[config.mk]
export PLATFORM = sky130hd
export DESIGN_NAME = glay_setup_top
export DESIGN_NICKNAME = d
export VERILOG_FILES = /design/src/hdl/glay_setup_pkg.sv /design/src/hdl/glay_sync_fifo.sv /design/src/hdl/glay_serial_read_engine.sv /design/src/hdl/glay_kernel_setup.sv /design/src/hdl/glay_apb_descriptor.sv /design/src/hdl/glay_setup_top.sv
export VERILOG_INCLUDE_DIRS = /design/src /design/src/hdl
export SDC_FILE = /design/constraint.sdc
export NUM_CORES = 1
export LEC_CHECK = 0
export BUFFER_PORTS_ARGS = -buffer_cell sky130_fd_sc_hd__buf_2
export CORE_UTILIZATION = 40
export DETAILED_ROUTE_END_ITERATION = 10
export PLACE_DENSITY = 0.65
export RECOVER_POWER = 50
export SYNTH_ARGS = -nofsm -noshare
export SYNTH_HDL_FRONTEND = slang
export SYNTH_SLANG_ARGS = --single-unit
[constraint.sdc]
create_clock -name ap_clk -period 13.9 [get_ports ap_clk]
set_clock_uncertainty 0.15 [all_clocks]
set_input_delay 1.39 -clock ap_clk [delete_from_list [all_inputs] [get_ports ap_clk]]
set_output_delay 1.39 -clock ap_clk [all_outputs]
set_load 0.02 [all_outputs]
[src/hdl/glay_setup_defs.svh]
// --------------------
// Widths, FIFO sizing, setup timing and
// APB register map of the setup stage
// --------------------

`ifndef GLAY_SETUP_DEFS_SVH
`define GLAY_SETUP_DEFS_SVH

// Datapath widths
`define GLAY_ADDR_W 32
`define GLAY_DATA_W 32
`define GLAY_TAG_W 8
`define GLAY_COUNT_W 16

// Address step between consecutive line requests
`define GLAY_LINE_BYTES 64

// FIFO sizing and post-reset busy window
`define GLAY_FIFO_DEPTH 8
`define GLAY_FIFO_SETUP_CYCLES 6

// APB register offsets
`define GLAY_REG_BASE 8'h00
`define GLAY_REG_LINES 8'h04
`define GLAY_REG_CTRL 8'h08
`define GLAY_REG_STATUS 8'h0C
`define GLAY_REG_SUM 8'h10

`endif

[src/hdl/glay_setup_pkg.sv]
// --------------------
// Shared types of the setup stage:
// FSM states, memory request and response beats
// --------------------

`include "glay_setup_defs.svh"

package glay_setup_pkg;

    // --------------------
    // Setup FSM
    // --------------------
    typedef enum logic [2:0] {
        SETUP_RESET,
        SETUP_IDLE,
        SETUP_REQ_START,
        SETUP_REQ_BUSY,
        SETUP_REQ_DONE
    } setup_state_t;

    // --------------------
    // Memory port beats
    // --------------------
    // One cache-line read
    typedef struct packed {
        logic [`GLAY_ADDR_W-1:0] addr;
        logic [`GLAY_TAG_W-1:0]  tag;
    } mem_req_t;

    // Read data coming back, in request order
    typedef struct packed {
        logic [`GLAY_TAG_W-1:0]  tag;
        logic [`GLAY_DATA_W-1:0] data;
    } mem_resp_t;

endpackage

[src/hdl/glay_sync_fifo.sv]
// --------------------
// Synchronous FIFO, payload type set per instance
// Holds off traffic for a few cycles after reset
// --------------------

`timescale 1ns/1ns
`include "glay_setup_defs.svh"

module glay_sync_fifo #(
    parameter type payload_t = logic [7:0],
    parameter int  DEPTH     = `GLAY_FIFO_DEPTH
) (
    input  logic     ap_clk,
    input  logic     setup_areset,
    input  logic     wr_en,
    input  payload_t din,
    input  logic     rd_en,
    output payload_t dout,
    output logic     full,
    output logic     empty,
    output logic     setup_busy
);

    localparam int PTR_W   = (DEPTH > 1) ? $clog2(DEPTH) : 1;
    localparam int CNT_W   = $clog2(DEPTH + 1);
    localparam int SETUP_W = $clog2(`GLAY_FIFO_SETUP_CYCLES + 1);

    payload_t             mem [DEPTH];
    logic [PTR_W-1:0]     wr_ptr;
    logic [PTR_W-1:0]     rd_ptr;
    logic [CNT_W-1:0]     count;
    logic [SETUP_W-1:0]   setup_cnt;
    logic                 do_wr;
    logic                 do_rd;

    // --------------------
    // Post-reset busy window
    // --------------------
    always_ff @(posedge ap_clk) begin
        if (setup_areset) begin
            setup_cnt <= SETUP_W'(`GLAY_FIFO_SETUP_CYCLES);
        end else if (setup_cnt != '0) begin
            setup_cnt <= setup_cnt - 1'b1;
        end
    end

    assign setup_busy = (setup_cnt != '0);

    // Looks full and empty while busy, so both sides hold off
    assign full  = (count == CNT_W'(DEPTH)) | setup_busy;
    assign empty = (count == '0) | setup_busy;

    assign do_wr = wr_en & ~full;
    assign do_rd = rd_en & ~empty;

    // --------------------
    // Pointers and occupancy
    // --------------------
    always_ff @(posedge ap_clk) begin
        if (setup_areset) begin
            wr_ptr <= '0;
            rd_ptr <= '0;
            count  <= '0;
        end else begin
            if (do_wr) begin
                wr_ptr <= (wr_ptr == PTR_W'(DEPTH - 1)) ? '0 : wr_ptr + 1'b1;
            end
            if (do_rd) begin
                rd_ptr <= (rd_ptr == PTR_W'(DEPTH - 1)) ? '0 : rd_ptr + 1'b1;
            end
            case ({do_wr, do_rd})
                2'b10:   count <= count + 1'b1;
                2'b01:   count <= count - 1'b1;
                default: count <= count;
            endcase
        end
    end

    // Storage
    always_ff @(posedge ap_clk) begin
        if (do_wr) begin
            mem[wr_ptr] <= din;
        end
    end

    // Head entry, first-word fall-through
    assign dout = mem[rd_ptr];

endmodule

[src/hdl/glay_serial_read_engine.sv]
// --------------------
// Serial read engine
// Ordered cache-line requests from base and count
// --------------------

`timescale 1ns/1ns
`include "glay_setup_defs.svh"

module glay_serial_read_engine (
    input  logic                     ap_clk,
    input  logic                     setup_areset,
    input  logic                     cfg_start,
    input  logic [`GLAY_ADDR_W-1:0]  cfg_base,
    input  logic [`GLAY_COUNT_W-1:0] cfg_lines,
    output logic                     req_wr_en,
    output glay_setup_pkg::mem_req_t req_data,
    input  logic                     req_full,
    output logic                     issue_done
);

    logic [`GLAY_ADDR_W-1:0]  next_addr;
    logic [`GLAY_TAG_W-1:0]   next_tag;
    logic [`GLAY_COUNT_W-1:0] remaining;

    // --------------------
    // Line counter
    // --------------------
    always_ff @(posedge ap_clk) begin
        if (setup_areset) begin
            remaining <= '0;
        end else if (cfg_start) begin
            remaining <= cfg_lines;
        end else if (req_wr_en) begin
            remaining <= remaining - 1'b1;
        end
    end

    // Address and tag of the next request
    always_ff @(posedge ap_clk) begin
        if (cfg_start) begin
            next_addr <= cfg_base;
            next_tag  <= '0;
        end else if (req_wr_en) begin
            // Step one cache line, tag wraps at 256
            next_addr <= next_addr + `GLAY_ADDR_W'(`GLAY_LINE_BYTES);
            next_tag  <= next_tag + 1'b1;
        end
    end

    // --------------------
    // Request output
    // --------------------
    // At most one write per cycle, stalls on a full FIFO
    assign req_wr_en     = (remaining != '0) & ~req_full;
    assign req_data.addr = next_addr;
    assign req_data.tag  = next_tag;

    // Zero lines is done straight after the load
    assign issue_done = (remaining == '0);

endmodule

[src/hdl/glay_kernel_setup.sv]
// --------------------
// Kernel setup FSM with its read engine
// Response FIFO, response count and checksum
// --------------------

`timescale 1ns/1ns
`include "glay_setup_defs.svh"

module glay_kernel_setup (
    input  logic                     ap_clk,
    input  logic                     setup_areset,
    input  logic                     desc_valid,
    input  logic [`GLAY_ADDR_W-1:0]  desc_base,
    input  logic [`GLAY_COUNT_W-1:0] desc_lines,
    input  logic                     fifo_busy,
    output logic                     req_wr_en,
    output glay_setup_pkg::mem_req_t req_data,
    input  logic                     req_full,
    input  logic                     mem_resp_valid,
    input  logic [`GLAY_TAG_W-1:0]   mem_resp_tag,
    input  logic [`GLAY_DATA_W-1:0]  mem_resp_data,
    output logic                     mem_resp_ready,
    output logic                     resp_fifo_busy,
    output logic                     busy,
    output logic                     done,
    output logic [`GLAY_COUNT_W-1:0] resp_count,
    output logic [`GLAY_DATA_W-1:0]  checksum
);

    glay_setup_pkg::setup_state_t state;
    glay_setup_pkg::setup_state_t next_state;
    glay_setup_pkg::mem_resp_t    resp_din;
    glay_setup_pkg::mem_resp_t    resp_dout;

    logic [`GLAY_ADDR_W-1:0]  base_reg;
    logic [`GLAY_COUNT_W-1:0] lines_reg;
    logic [`GLAY_COUNT_W-1:0] count_nxt;
    logic                     engine_start;
    logic                     issue_done;
    logic                     resp_full;
    logic                     resp_empty;
    logic                     pop;
    logic                     accept;
    logic                     finish;

    // Descriptor taken only from IDLE
    assign accept = (state == glay_setup_pkg::SETUP_IDLE) & desc_valid;

    // Count including this cycle's pop, so done lands the cycle after the last pop
    assign count_nxt = resp_count + `GLAY_COUNT_W'(pop);
    // Start pulse blocks a stale issue_done from the previous run
    assign finish    = (state == glay_setup_pkg::SETUP_REQ_BUSY) & ~engine_start &
                       issue_done & (count_nxt == lines_reg);

    // --------------------
    // Setup FSM
    // --------------------
    always_ff @(posedge ap_clk) begin
        if (setup_areset) begin
            state <= glay_setup_pkg::SETUP_RESET;
        end else begin
            state <= next_state;
        end
    end

    always_comb begin
        next_state = state;
        case (state)
            // Hold until both FIFOs are out of setup
            glay_setup_pkg::SETUP_RESET:     if (!fifo_busy) next_state = glay_setup_pkg::SETUP_IDLE;
            glay_setup_pkg::SETUP_IDLE:      if (desc_valid) next_state = glay_setup_pkg::SETUP_REQ_START;
            glay_setup_pkg::SETUP_REQ_START: next_state = glay_setup_pkg::SETUP_REQ_BUSY;
            glay_setup_pkg::SETUP_REQ_BUSY:  if (finish) next_state = glay_setup_pkg::SETUP_REQ_DONE;
            glay_setup_pkg::SETUP_REQ_DONE:  next_state = glay_setup_pkg::SETUP_IDLE;
            default:                         next_state = glay_setup_pkg::SETUP_RESET;
        endcase
    end

    // Status flags and engine start, registered off the state
    always_ff @(posedge ap_clk) begin
        if (setup_areset) begin
            engine_start <= 1'b0;
            busy         <= 1'b0;
            done         <= 1'b0;
        end else begin
            engine_start <= (state == glay_setup_pkg::SETUP_REQ_START);
            if (accept) begin
                busy <= 1'b1;
                done <= 1'b0;
            end else if (finish) begin
                busy <= 1'b0;
                done <= 1'b1;
            end
        end
    end

    // Latched descriptor
    always_ff @(posedge ap_clk) begin
        if (accept) begin
            base_reg  <= desc_base;
            lines_reg <= desc_lines;
        end
    end

    // --------------------
    // Request generation
    // --------------------
    glay_serial_read_engine u_serial_read_engine (
        .ap_clk       (ap_clk),
        .setup_areset (setup_areset),
        .cfg_start    (engine_start),
        .cfg_base     (base_reg),
        .cfg_lines    (lines_reg),
        .req_wr_en    (req_wr_en),
        .req_data     (req_data),
        .req_full     (req_full),
        .issue_done   (issue_done)
    );

    // --------------------
    // Response path
    // --------------------
    assign resp_din.tag   = mem_resp_tag;
    assign resp_din.data  = mem_resp_data;
    assign mem_resp_ready = ~resp_full;
    // Drain one beat per cycle
    assign pop            = ~resp_empty;

    glay_sync_fifo #(
        .payload_t (glay_setup_pkg::mem_resp_t),
        .DEPTH     (`GLAY_FIFO_DEPTH)
    ) u_resp_fifo (
        .ap_clk       (ap_clk),
        .setup_areset (setup_areset),
        .wr_en        (mem_resp_valid),
        .din          (resp_din),
        .rd_en        (pop),
        .dout         (resp_dout),
        .full         (resp_full),
        .empty        (resp_empty),
        .setup_busy   (resp_fifo_busy)
    );

    // Count and wrapping checksum, cleared by a new start
    always_ff @(posedge ap_clk) begin
        if (setup_areset || accept) begin
            resp_count <= '0;
            checksum   <= '0;
        end else if (pop) begin
            resp_count <= count_nxt;
            checksum   <= checksum + resp_dout.data;
        end
    end

endmodule

[src/hdl/glay_apb_descriptor.sv]
// --------------------
// APB slave for the graph descriptor
// Base and line registers, start command, status readback
// --------------------

`timescale 1ns/1ns
`include "glay_setup_defs.svh"

module glay_apb_descriptor (
    input  logic                     ap_clk,
    input  logic                     setup_areset,
    input  logic [7:0]               paddr,
    input  logic                     psel,
    input  logic                     penable,
    input  logic                     pwrite,
    input  logic [31:0]              pwdata,
    output logic [31:0]              prdata,
    output logic                     pready,
    output logic                     pslverr,
    input  logic                     busy,
    input  logic                     done,
    input  logic                     fifo_setup,
    input  logic [`GLAY_COUNT_W-1:0] resp_count,
    input  logic [`GLAY_DATA_W-1:0]  checksum,
    output logic                     desc_valid,
    output logic [`GLAY_ADDR_W-1:0]  desc_base,
    output logic [`GLAY_COUNT_W-1:0] desc_lines
);

    logic access;
    logic wr_access;
    logic mapped;
    logic start_req;
    logic start_refused;

    // Zero wait states, every transfer ends in its access phase
    assign pready    = 1'b1;
    assign access    = psel & penable;
    assign wr_access = access & pwrite;

    // --------------------
    // Address decode
    // --------------------
    always_comb begin
        case (paddr)
            `GLAY_REG_BASE,
            `GLAY_REG_LINES,
            `GLAY_REG_CTRL,
            `GLAY_REG_STATUS,
            `GLAY_REG_SUM: mapped = 1'b1;
            default:       mapped = 1'b0;
        endcase
    end

    // Start bit written to CTRL
    assign start_req     = wr_access & (paddr == `GLAY_REG_CTRL) & pwdata[0];
    // Kernel still running or FIFOs not out of setup
    assign start_refused = start_req & (busy | fifo_setup);

    assign pslverr = access & (~mapped | start_refused);

    // --------------------
    // Descriptor registers
    // --------------------
    always_ff @(posedge ap_clk) begin
        if (setup_areset) begin
            desc_base  <= '0;
            desc_lines <= '0;
            desc_valid <= 1'b0;
        end else begin
            // One-cycle start pulse after the access phase
            desc_valid <= start_req & ~start_refused;
            if (wr_access && paddr == `GLAY_REG_BASE) begin
                desc_base <= pwdata[`GLAY_ADDR_W-1:0];
            end
            if (wr_access && paddr == `GLAY_REG_LINES) begin
                desc_lines <= pwdata[`GLAY_COUNT_W-1:0];
            end
        end
    end

    // Read mux, status packs busy, done and the response count
    always_comb begin
        prdata = '0;
        if (access && !pwrite) begin
            case (paddr)
                `GLAY_REG_BASE:   prdata = desc_base;
                `GLAY_REG_LINES:  prdata = {{(32-`GLAY_COUNT_W){1'b0}}, desc_lines};
                `GLAY_REG_STATUS: prdata = {resp_count, 14'b0, done, busy};
                `GLAY_REG_SUM:    prdata = checksum;
                default:          prdata = '0;
            endcase
        end
    end

endmodule

[src/hdl/glay_setup_top.sv]
// --------------------
// Setup stage top level
// APB descriptor, kernel setup, request FIFO
// --------------------

`timescale 1ns/1ns
`include "glay_setup_defs.svh"

module glay_setup_top (
    input  logic                    ap_clk,
    input  logic                    setup_areset,
    input  logic [7:0]              paddr,
    input  logic                    psel,
    input  logic                    penable,
    input  logic                    pwrite,
    input  logic [31:0]             pwdata,
    output logic [31:0]             prdata,
    output logic                    pready,
    output logic                    pslverr,
    output logic                    mem_req_valid,
    input  logic                    mem_req_ready,
    output logic [`GLAY_ADDR_W-1:0] mem_req_addr,
    output logic [`GLAY_TAG_W-1:0]  mem_req_tag,
    input  logic                    mem_resp_valid,
    output logic                    mem_resp_ready,
    input  logic [`GLAY_TAG_W-1:0]  mem_resp_tag,
    input  logic [`GLAY_DATA_W-1:0] mem_resp_data,
    output logic                    fifo_setup,
    output logic                    done
);

    logic                     desc_valid;
    logic [`GLAY_ADDR_W-1:0]  desc_base;
    logic [`GLAY_COUNT_W-1:0] desc_lines;
    logic                     busy;
    logic [`GLAY_COUNT_W-1:0] resp_count;
    logic [`GLAY_DATA_W-1:0]  checksum;
    logic                     req_wr_en;
    logic                     req_full;
    logic                     req_empty;
    logic                     req_fifo_busy;
    logic                     resp_fifo_busy;
    glay_setup_pkg::mem_req_t req_data;
    glay_setup_pkg::mem_req_t req_head;

    // Busy while either FIFO is still in its setup window
    assign fifo_setup = req_fifo_busy | resp_fifo_busy;

    glay_apb_descriptor u_apb_descriptor (
        .ap_clk       (ap_clk),
        .setup_areset (setup_areset),
        .paddr        (paddr),
        .psel         (psel),
        .penable      (penable),
        .pwrite       (pwrite),
        .pwdata       (pwdata),
        .prdata       (prdata),
        .pready       (pready),
        .pslverr      (pslverr),
        .busy         (busy),
        .done         (done),
        .fifo_setup   (fifo_setup),
        .resp_count   (resp_count),
        .checksum     (checksum),
        .desc_valid   (desc_valid),
        .desc_base    (desc_base),
        .desc_lines   (desc_lines)
    );

    glay_kernel_setup u_kernel_setup (
        .ap_clk         (ap_clk),
        .setup_areset   (setup_areset),
        .desc_valid     (desc_valid),
        .desc_base      (desc_base),
        .desc_lines     (desc_lines),
        .fifo_busy      (fifo_setup),
        .req_wr_en      (req_wr_en),
        .req_data       (req_data),
        .req_full       (req_full),
        .mem_resp_valid (mem_resp_valid),
        .mem_resp_tag   (mem_resp_tag),
        .mem_resp_data  (mem_resp_data),
        .mem_resp_ready (mem_resp_ready),
        .resp_fifo_busy (resp_fifo_busy),
        .busy           (busy),
        .done           (done),
        .resp_count     (resp_count),
        .checksum       (checksum)
    );

    // --------------------
    // Memory request port
    // --------------------
    glay_sync_fifo #(
        .payload_t (glay_setup_pkg::mem_req_t),
        .DEPTH     (`GLAY_FIFO_DEPTH)
    ) u_req_fifo (
        .ap_clk       (ap_clk),
        .setup_areset (setup_areset),
        .wr_en        (req_wr_en),
        .din          (req_data),
        .rd_en        (mem_req_ready),
        .dout         (req_head),
        .full         (req_full),
        .empty        (req_empty),
        .setup_busy   (req_fifo_busy)
    );

    // Head entry stays put until the memory side takes it
    assign mem_req_valid = ~req_empty;
    assign mem_req_addr  = req_head.addr;
    assign mem_req_tag   = req_head.tag;

endmodule

==> results.py, run 1 <==
metrics = {
    "clock_tree": {
        "insertion_delay_ps": 640,
        "tritoncts": "built",
        "cts.sink_count": 815,
        "clockRootBuffer": "sky130_fd_sc_hd__clkbuf_16",
        "post-cts-setup-buffer-count": 0,
        "number_of_buffers_created_by_cts": 83,
        "cts_hold_repair.buffers": 0,
        "postCtsResizedCells": 0,
        "cts_buffer_depth": 3,
        "cts.clk_slew.worst_paths_ps": 60,
        "ctsHtreeMaxLevel": 3,
    },
    "global_route": {
        "global_route_wire_length_before_repair_mm": 119,
        "globalRouteOverflowTotal": 0,
        "antenna_found_initial": 9,
        "grt_start_max_net_pins": 101,
        "grt_pass1_vias": 19900,
        "grt_usage": 0.183,
    },
    "synthesis": {
        "dominantRegCellSynth": "sky130_fd_sc_hd__edfxtp_1",
        "post_synthesis_sequential_area_ratio": 0.670,
        "synth.ff_latch_count": 815,
        "netlist_top_cells_area": "sky130_fd_sc_hd__edfxtp_1, sky130_fd_sc_hd__mux4_2, sky130_fd_sc_hd__dfxtp_1",
        "ys_types": 82,
        "cells_after_synthesis": 2278,
        "avgSynthCellArea_um2": 15.0,
        "top_area_cell_type_share_of_the_netlist_area": 0.576,
        "mappedNetlistArea_mm2": 0.0342,
        "syn_nets": 2423,
        "post_synth_edffs": 656,
        "fraction_of_registers_with_async_set_or_reset_after_synthesis": 0,
        "synth_largest_area_cell": "sky130_fd_sc_hd__edfxtp_1",
        "yosys_warnings": 0,
    },
    "finish": {
        "largest_register_ff_count": 320,
        "top_register": "u_req_fifo.mem",
        "final_layout_size_suffix_gt1_frac": 0.212,
        "utilization": 0.464,
        "reg.largest.list": "u_req_fifo.mem (320), u_kernel_setup.u_resp_fifo.mem (256)",
        "areaGrowthSynthToFinish_pct": 14.1,
        "num-fill-cells": 7281,
        "final_nets": 2576,
    },
    "critical_path": {
        "r2r_setup_slack_ps": 8530,
        "crit_path_buffers_inverters": 2,
        "timing.critical_path.required_ps": 12360,
        "worstPathMaxFanout": 22,
        "ordered_list_of_cells_on_the_worst_path": "buf_2, nor2b_1, nor2_1, or4_1, nand2b_1, nor2_1, buf_2",
        "worstSetupPathType": "in -> out",
        "endpoint_kind_of_the_worst_setup_timing_path": "output pin",
        "cpMaxStageDelayCell": "sky130_fd_sc_hd__or4_1",
        "critical_path.max_stage_delay_ps": 880,
        "worst_setup_path_start_kind": "input pin",
        "r2r_cells": 11,
        "rr_endpoint": "u_kernel_setup.checksum[30]$_SDFFE_PP0N_",
        "worst-endpoint-arrival_ps": 4180,
        "category_of_cells_accounting_for_the_largest_share_of_critical_path_delay": "simple AND/OR/NAND/NOR gates",
    },
    "route": {
        "route.detailed.wl_per_inst_um": 21.5,
        "avgViaCountPerCell": 5.36,
        "firstDrtPassIters": 7,
        "detail_route.wirelength_mm": 78.2,
        "dr.first_iter.drc_count": 1445,
        "drc": 0,
        "vias": 19500,
        "final_antenna_net_count": 0,
    },
    "worst_hold_path": {
        "hold_path_class": "reg -> reg",
        "hold-path-endpoint": "u_kernel_setup.base_reg[15]$_DFFE_PP_",
        "hold_path.startpoint": "u_apb_descriptor.desc_base[15]$_SDFFE_PP0P_",
        "holdPathStages": 0,
    },
    "timing": {
        "period_needed_ps": 5720,
        "fin_tns_setup_ps": 0,
        "max_freq_mhz": 175,
        "timing.final.hold_violations": 0,
        "timing_max_transition_violations_final": 345,
        "max_slew.worst_pin.slew_ps": 4330,
        "grt_setup_unrepaired": "no",
        "maxSlewHeadroom": -1.89,
        "final.period_utilization": 0.411,
        "timing.final.setup_violations": 0,
    },
    "floorplan": {
        "die_height_um": 294,
        "width_of_the_die_um": 294,
        "initial_core_util": 0.406,
        "placementRows": 106,
        "number_of_top_level_pins": 165,
        "fp.dieArea_mm2": 0.0866,
        "core-area_mm2": 0.0841,
    },
    "placed_design": {
        "buffer_ports.inserted": 155,
        "gp_congestion": 0.901,
        "post-dp-hpwl_mm": 50.1,
    },
    "outcome": {
        "run_status": "complete, but fails checks",
        "failed_checks": "capacitance limit, slew limit",
    },
    "pwr": {
        "cellLeakagePower_nw": 12.7,
        "worst_voltage_drop_across_the_vdd_grid_uv": 122,
        "powerDensity_mw_per_mm2": 127,
    },
    "run": {
        "cap_violations": 6,
    },
}
## metrics by stage
stage | worst slack (ps) | cells | instance area [um2] | hold WS (ps) | power (mW)
4_1_cts | 8130 | 3633 | 39100 | 296 | 5.00
2_1_floorplan | 7560 | 2278 | 34200 | 279 | 2.71
3_5_place_dp | 8150 | 3480 | 36200 | 289 | 2.74
5_1_grt | 7950 | 3634 | 39000 | 315 | 5.09
3_3_place_gp | 8220 | 3480 | 36200 | 285 | 2.74
6_report | 8180 | 3637 | 39000 | 299 | 4.95
## per-layer routing
metal / vias to the layer above / wire, um / track usage
met1: 9780 / 32900 / 0.236
met5: - / 36 / 0
met2: 493 / 39000 / 0.312
li1: 9090 / - / -
met3: 122 / 4410 / 0.0337
met4: 6 / 1920 / 0.0537
## power breakdown
part | leakage [nW] | switching (mW) | internal, mW | total [mW]
clock | 1.36 | 0.941 | 1.32 | 2.26
sequential | 7.28 | 0.00568 | 2.62 | 2.62
combinational | 4.07 | 0.0429 | 0.0205 | 0.0634
## synthesized netlist by cell type, drive strengths merged, types with 28 or more instances
cell      n
a21oi   145
xor2     45
mux2     73
buf      30
edfxtp  656
clkbuf   88
dfxtp   159
nor2    145
nand3    28
inv      33
xnor2    54
nand2   224
ha       55
mux4    144
nor3     45
o21ai    65
## cells by family after synthesis
logic type	count (synthesis)	share of synthesized area
flip-flops	815	0.670
AND/OR/NAND/NOR	580	0.0788
AO/OA/AOI/OAI	334	0.0613
multiplexers	239	0.125
buffers and inverters	152	0.0174
XOR/XNOR	99	0.0254
adder cells (fa/ha/maj)	58	0.0219
other	1	0.000110
## cells in the final DEF (no fill, tap or decap), drive strengths merged, types with 14 or more instances in the layout
| master | instances |
|---|---|
| nand2b | 14 |
| nand4 | 19 |
| xor2 | 45 |
| clkbuf | 144 |
| nor3 | 45 |
| buf | 148 |
| mux2 | 73 |
| edfxtp | 656 |
| inv | 39 |
| nand2 | 224 |
| a21oi | 145 |
| xnor2 | 54 |
| nor2 | 145 |
| and2 | 17 |
| clkinv | 29 |
| nand3 | 28 |
| mux4 | 144 |
| and3 | 22 |
| o21ai | 65 |
| a21o | 25 |
| ha | 55 |
| dfxtp | 159 |
| a222oi | 16 |
| mux2i | 22 |
## how the worst max path moves through the flow
stage                                               from                              to  slack [ps]  cells past startpoint
floorplan           u_req_fifo.setup_cnt[0]$_SDFFE_PP0P_  u_req_fifo.mem[4][0]$_DFFE_PP_        7560                      8
global placement                                paddr[2]                      prdata[12]        8220                      7
detailed placement                              paddr[2]                      prdata[14]        8150                      7
CTS                                             paddr[2]                      prdata[13]        8130                      7
global route                                    paddr[2]                      prdata[13]        7950                      7
finish                                          paddr[2]                      prdata[14]        8180                      7
## cell type report
class / instances / area, um2 / area share
antenna: 4 / 10.0 / 0.000257
clock buffer: 106 / 2220 / 0.0570
clock inverter: 47 / 584 / 0.0150
inverter: 34 / 128 / 0.00327
multi-input combinational: 1311 / 10800 / 0.277
sequential: 815 / 22900 / 0.587
tap: 1134 / 1420 / 0.0364
timing repair buffer: 186 / 948 / 0.0243
Note: power is estimated with default switching activity, not from simulation.
==> inputs of run 2 (changes only) <==
clock period = 5.69 ns   (was 13.9 ns; I/O delays follow)
==> results.py, run 2 (synthesis gave the netlist of run 1 again) <==
metrics = {
    "worst_hold_path": {
        "hold_path_class": "in -> reg",
        "holdPathStages": 3,
    },
    "finish": {
        "area_of_the_multi_input_gates_mm2": 0.0108,
        "largest_register_ff_count": 320,
        "most-common-layout-cells": "sky130_fd_sc_hd__edfxtp_1, sky130_fd_sc_hd__nand2_1, sky130_fd_sc_hd__dfxtp_1, sky130_fd_sc_hd__a21oi_1, sky130_fd_sc_hd__mux4_2",
        "areaGrowthSynthToFinish_pct": 14.3,
        "reg.largest.list": "u_req_fifo.mem (320), u_kernel_setup.u_resp_fifo.mem (256)",
        "num-fill-cells": 7322,
        "final_nets": 2581,
        "top_register": "u_req_fifo.mem",
        "final_layout_size_suffix_gt1_frac": 0.211,
        "final-seq-area_mm2": 0.0229,
        "layout.cells.most_common": "sky130_fd_sc_hd__edfxtp_1",
        "fin_cells": 3640,
    },
    "critical_path": {
        "worstSetupPathType": "in -> reg",
        "worst-endpoint-arrival_ps": 5080,
        "endpoint_kind_of_the_worst_setup_timing_path": "register",
        "worst_setup_path_start_kind": "input pin",
        "r2r_cells": 10,
        "worstPathMaxFanout": 95,
        "timing.critical_path.required_ps": 5830,
    },
    "pwr": {
        "cellLeakagePower_nw": 12.7,
        "worst_voltage_drop_across_the_vdd_grid_uv": 248,
        "final_total_pwr_mw": 12.1,
        "powerDensity_mw_per_mm2": 309,
    },
    "timing": {
        "grt_setup_unrepaired": "no",
        "max_freq_mhz": 202,
        "timing.final.setup_violations": 0,
        "final.period_utilization": 0.868,
        "timing_max_transition_violations_final": 280,
        "max_slew.worst_pin.slew_ps": 4530,
        "timing.final.hold_violations": 0,
        "fin_tns_setup_ps": 0,
        "period_needed_ps": 4940,
        "maxSlewHeadroom": -2.02,
    },
    "global_route": {
        "grt_start_max_net_pins": 101,
        "antenna_found_initial": 10,
        "globalRouteOverflowTotal": 0,
        "grt_usage": 0.182,
        "grt_pass1_vias": 19800,
        "global_route_wire_length_before_repair_mm": 119,
    },
    "placed_design": {
        "gp_congestion": 0.908,
        "buffer_ports.inserted": 155,
        "placedCellCount": 3486,
        "post-dp-hpwl_mm": 50.5,
    },
    "clock_tree": {
        "insertion_delay_ps": 640,
        "ctsHtreeMaxLevel": 3,
        "cts_buffer_depth": 3,
        "cts.clk_slew.worst_paths_ps": 60,
        "post-cts-setup-buffer-count": 0,
        "clockRootBuffer": "sky130_fd_sc_hd__clkbuf_16",
        "number_of_buffers_created_by_cts": 81,
        "cts.sink_count": 815,
        "tritoncts": "built",
    },
    "floorplan": {
        "width_of_the_die_um": 294,
        "die_height_um": 294,
        "initial_core_util": 0.406,
        "core-area_mm2": 0.0841,
        "fp.dieArea_mm2": 0.0866,
        "number_of_top_level_pins": 165,
        "placementRows": 106,
    },
    "route": {
        "final_antenna_net_count": 0,
        "avgViaCountPerCell": 5.39,
        "route.detailed.wl_per_inst_um": 21.7,
        "detail_route.wirelength_mm": 78.8,
        "drc": 0,
        "vias": 19600,
        "dr.first_iter.drc_count": 1557,
        "firstDrtPassIters": 5,
    },
    "outcome": {
        "run_status": "complete, but fails checks",
        "failed_checks": "capacitance limit, slew limit",
    },
    "run": {
        "cap_violations": 4,
    },
}
[run 2: cell types whose count changed in the layout (fill, tap and decap cells not counted), moves of 2 or more]
cell                        delta
sky130_fd_sc_hd__clkbuf_8      -3
sky130_fd_sc_hd__nor4b_2       -2
sky130_fd_sc_hd__bufinv_16     +2
sky130_fd_sc_hd__clkinv_2      -4
sky130_fd_sc_hd__nor4b_4       +2
sky130_fd_sc_hd__inv_16        -2
sky130_fd_sc_hd__clkinv_1      +3
sky130_fd_sc_hd__buf_4         +7
[run 2: worst paths after layout]
path / startpoint / end / slack [ps]
max: setup_areset / register / 750
min: pwdata[26] / u_apb_descriptor.desc_base[26]$_SDFFE_PP0P_ / 30
max reg2reg: register / u_kernel_setup.checksum[30]$_SDFFE_PP0N_ / 810
min reg2reg: u_apb_descriptor.desc_lines[10]$_SDFFE_PP0P_ / u_kernel_setup.lines_reg[10]$_DFFE_PP_ / 310
[run 2: power breakdown]
group          switching (mW)  total, mW  internal [mW]  leakage, nW
sequential             0.0131       6.41           6.40         7.22
combinational           0.108      0.158         0.0503         4.11
clock                    2.28       5.50           3.22         1.33
[run 2: per-stage QoR]
| stage | hold WS, ps | util | setup WS (ps) | area [um2] |
|---|---|---|---|---|
| global route | 21.3 | 0.464 | 401 | 39000 |
| global placement | 286 | 0.432 | 1010 | 36300 |
| finish | 34.0 | 0.464 | 750 | 39100 |
| CTS | 6.76 | 0.465 | 933 | 39100 |
| detailed placement | 296 | 0.432 | 960 | 36300 |
| floorplan | 279 | - | 476 | 34200 |
[run 2: layout make-up]
cell class                      count  area share
Timing Repair Buffer              193      0.0262
Clock inverter                     46      0.0153
Sequential cell                   815       0.586
Inverter                           34     0.00327
Clock buffer                      103      0.0553
Multi-Input combinational cell   1311       0.277
Tap cell                         1134      0.0363
Antenna cell                        4    0.000256
[run 2: critical path, stage by stage]
cell and delay (ps):
sky130_fd_sc_hd__dlygate4sd3_1 530, sky130_fd_sc_hd__clkbuf_1 330, sky130_fd_sc_hd__clkbuf_1 3210, sky130_fd_sc_hd__nor2_1 380
[run 2: layer usage]
layer / global-route usage / vias to the layer above / wire [um]
met3: 0.0302 / 128 / 4450
li1: - / 9076 / -
met2: 0.311 / 586 / 39200
met4: 0.0546 / 4 / 2040
met1: 0.239 / 9811 / 33100
met5: 0 / - / 22
[run 2: repair_timing]
item / CTS / global route
hold buffers: 1 / 0
resized for setup: 0 / 0
hold endpoints to repair: 1 / 0
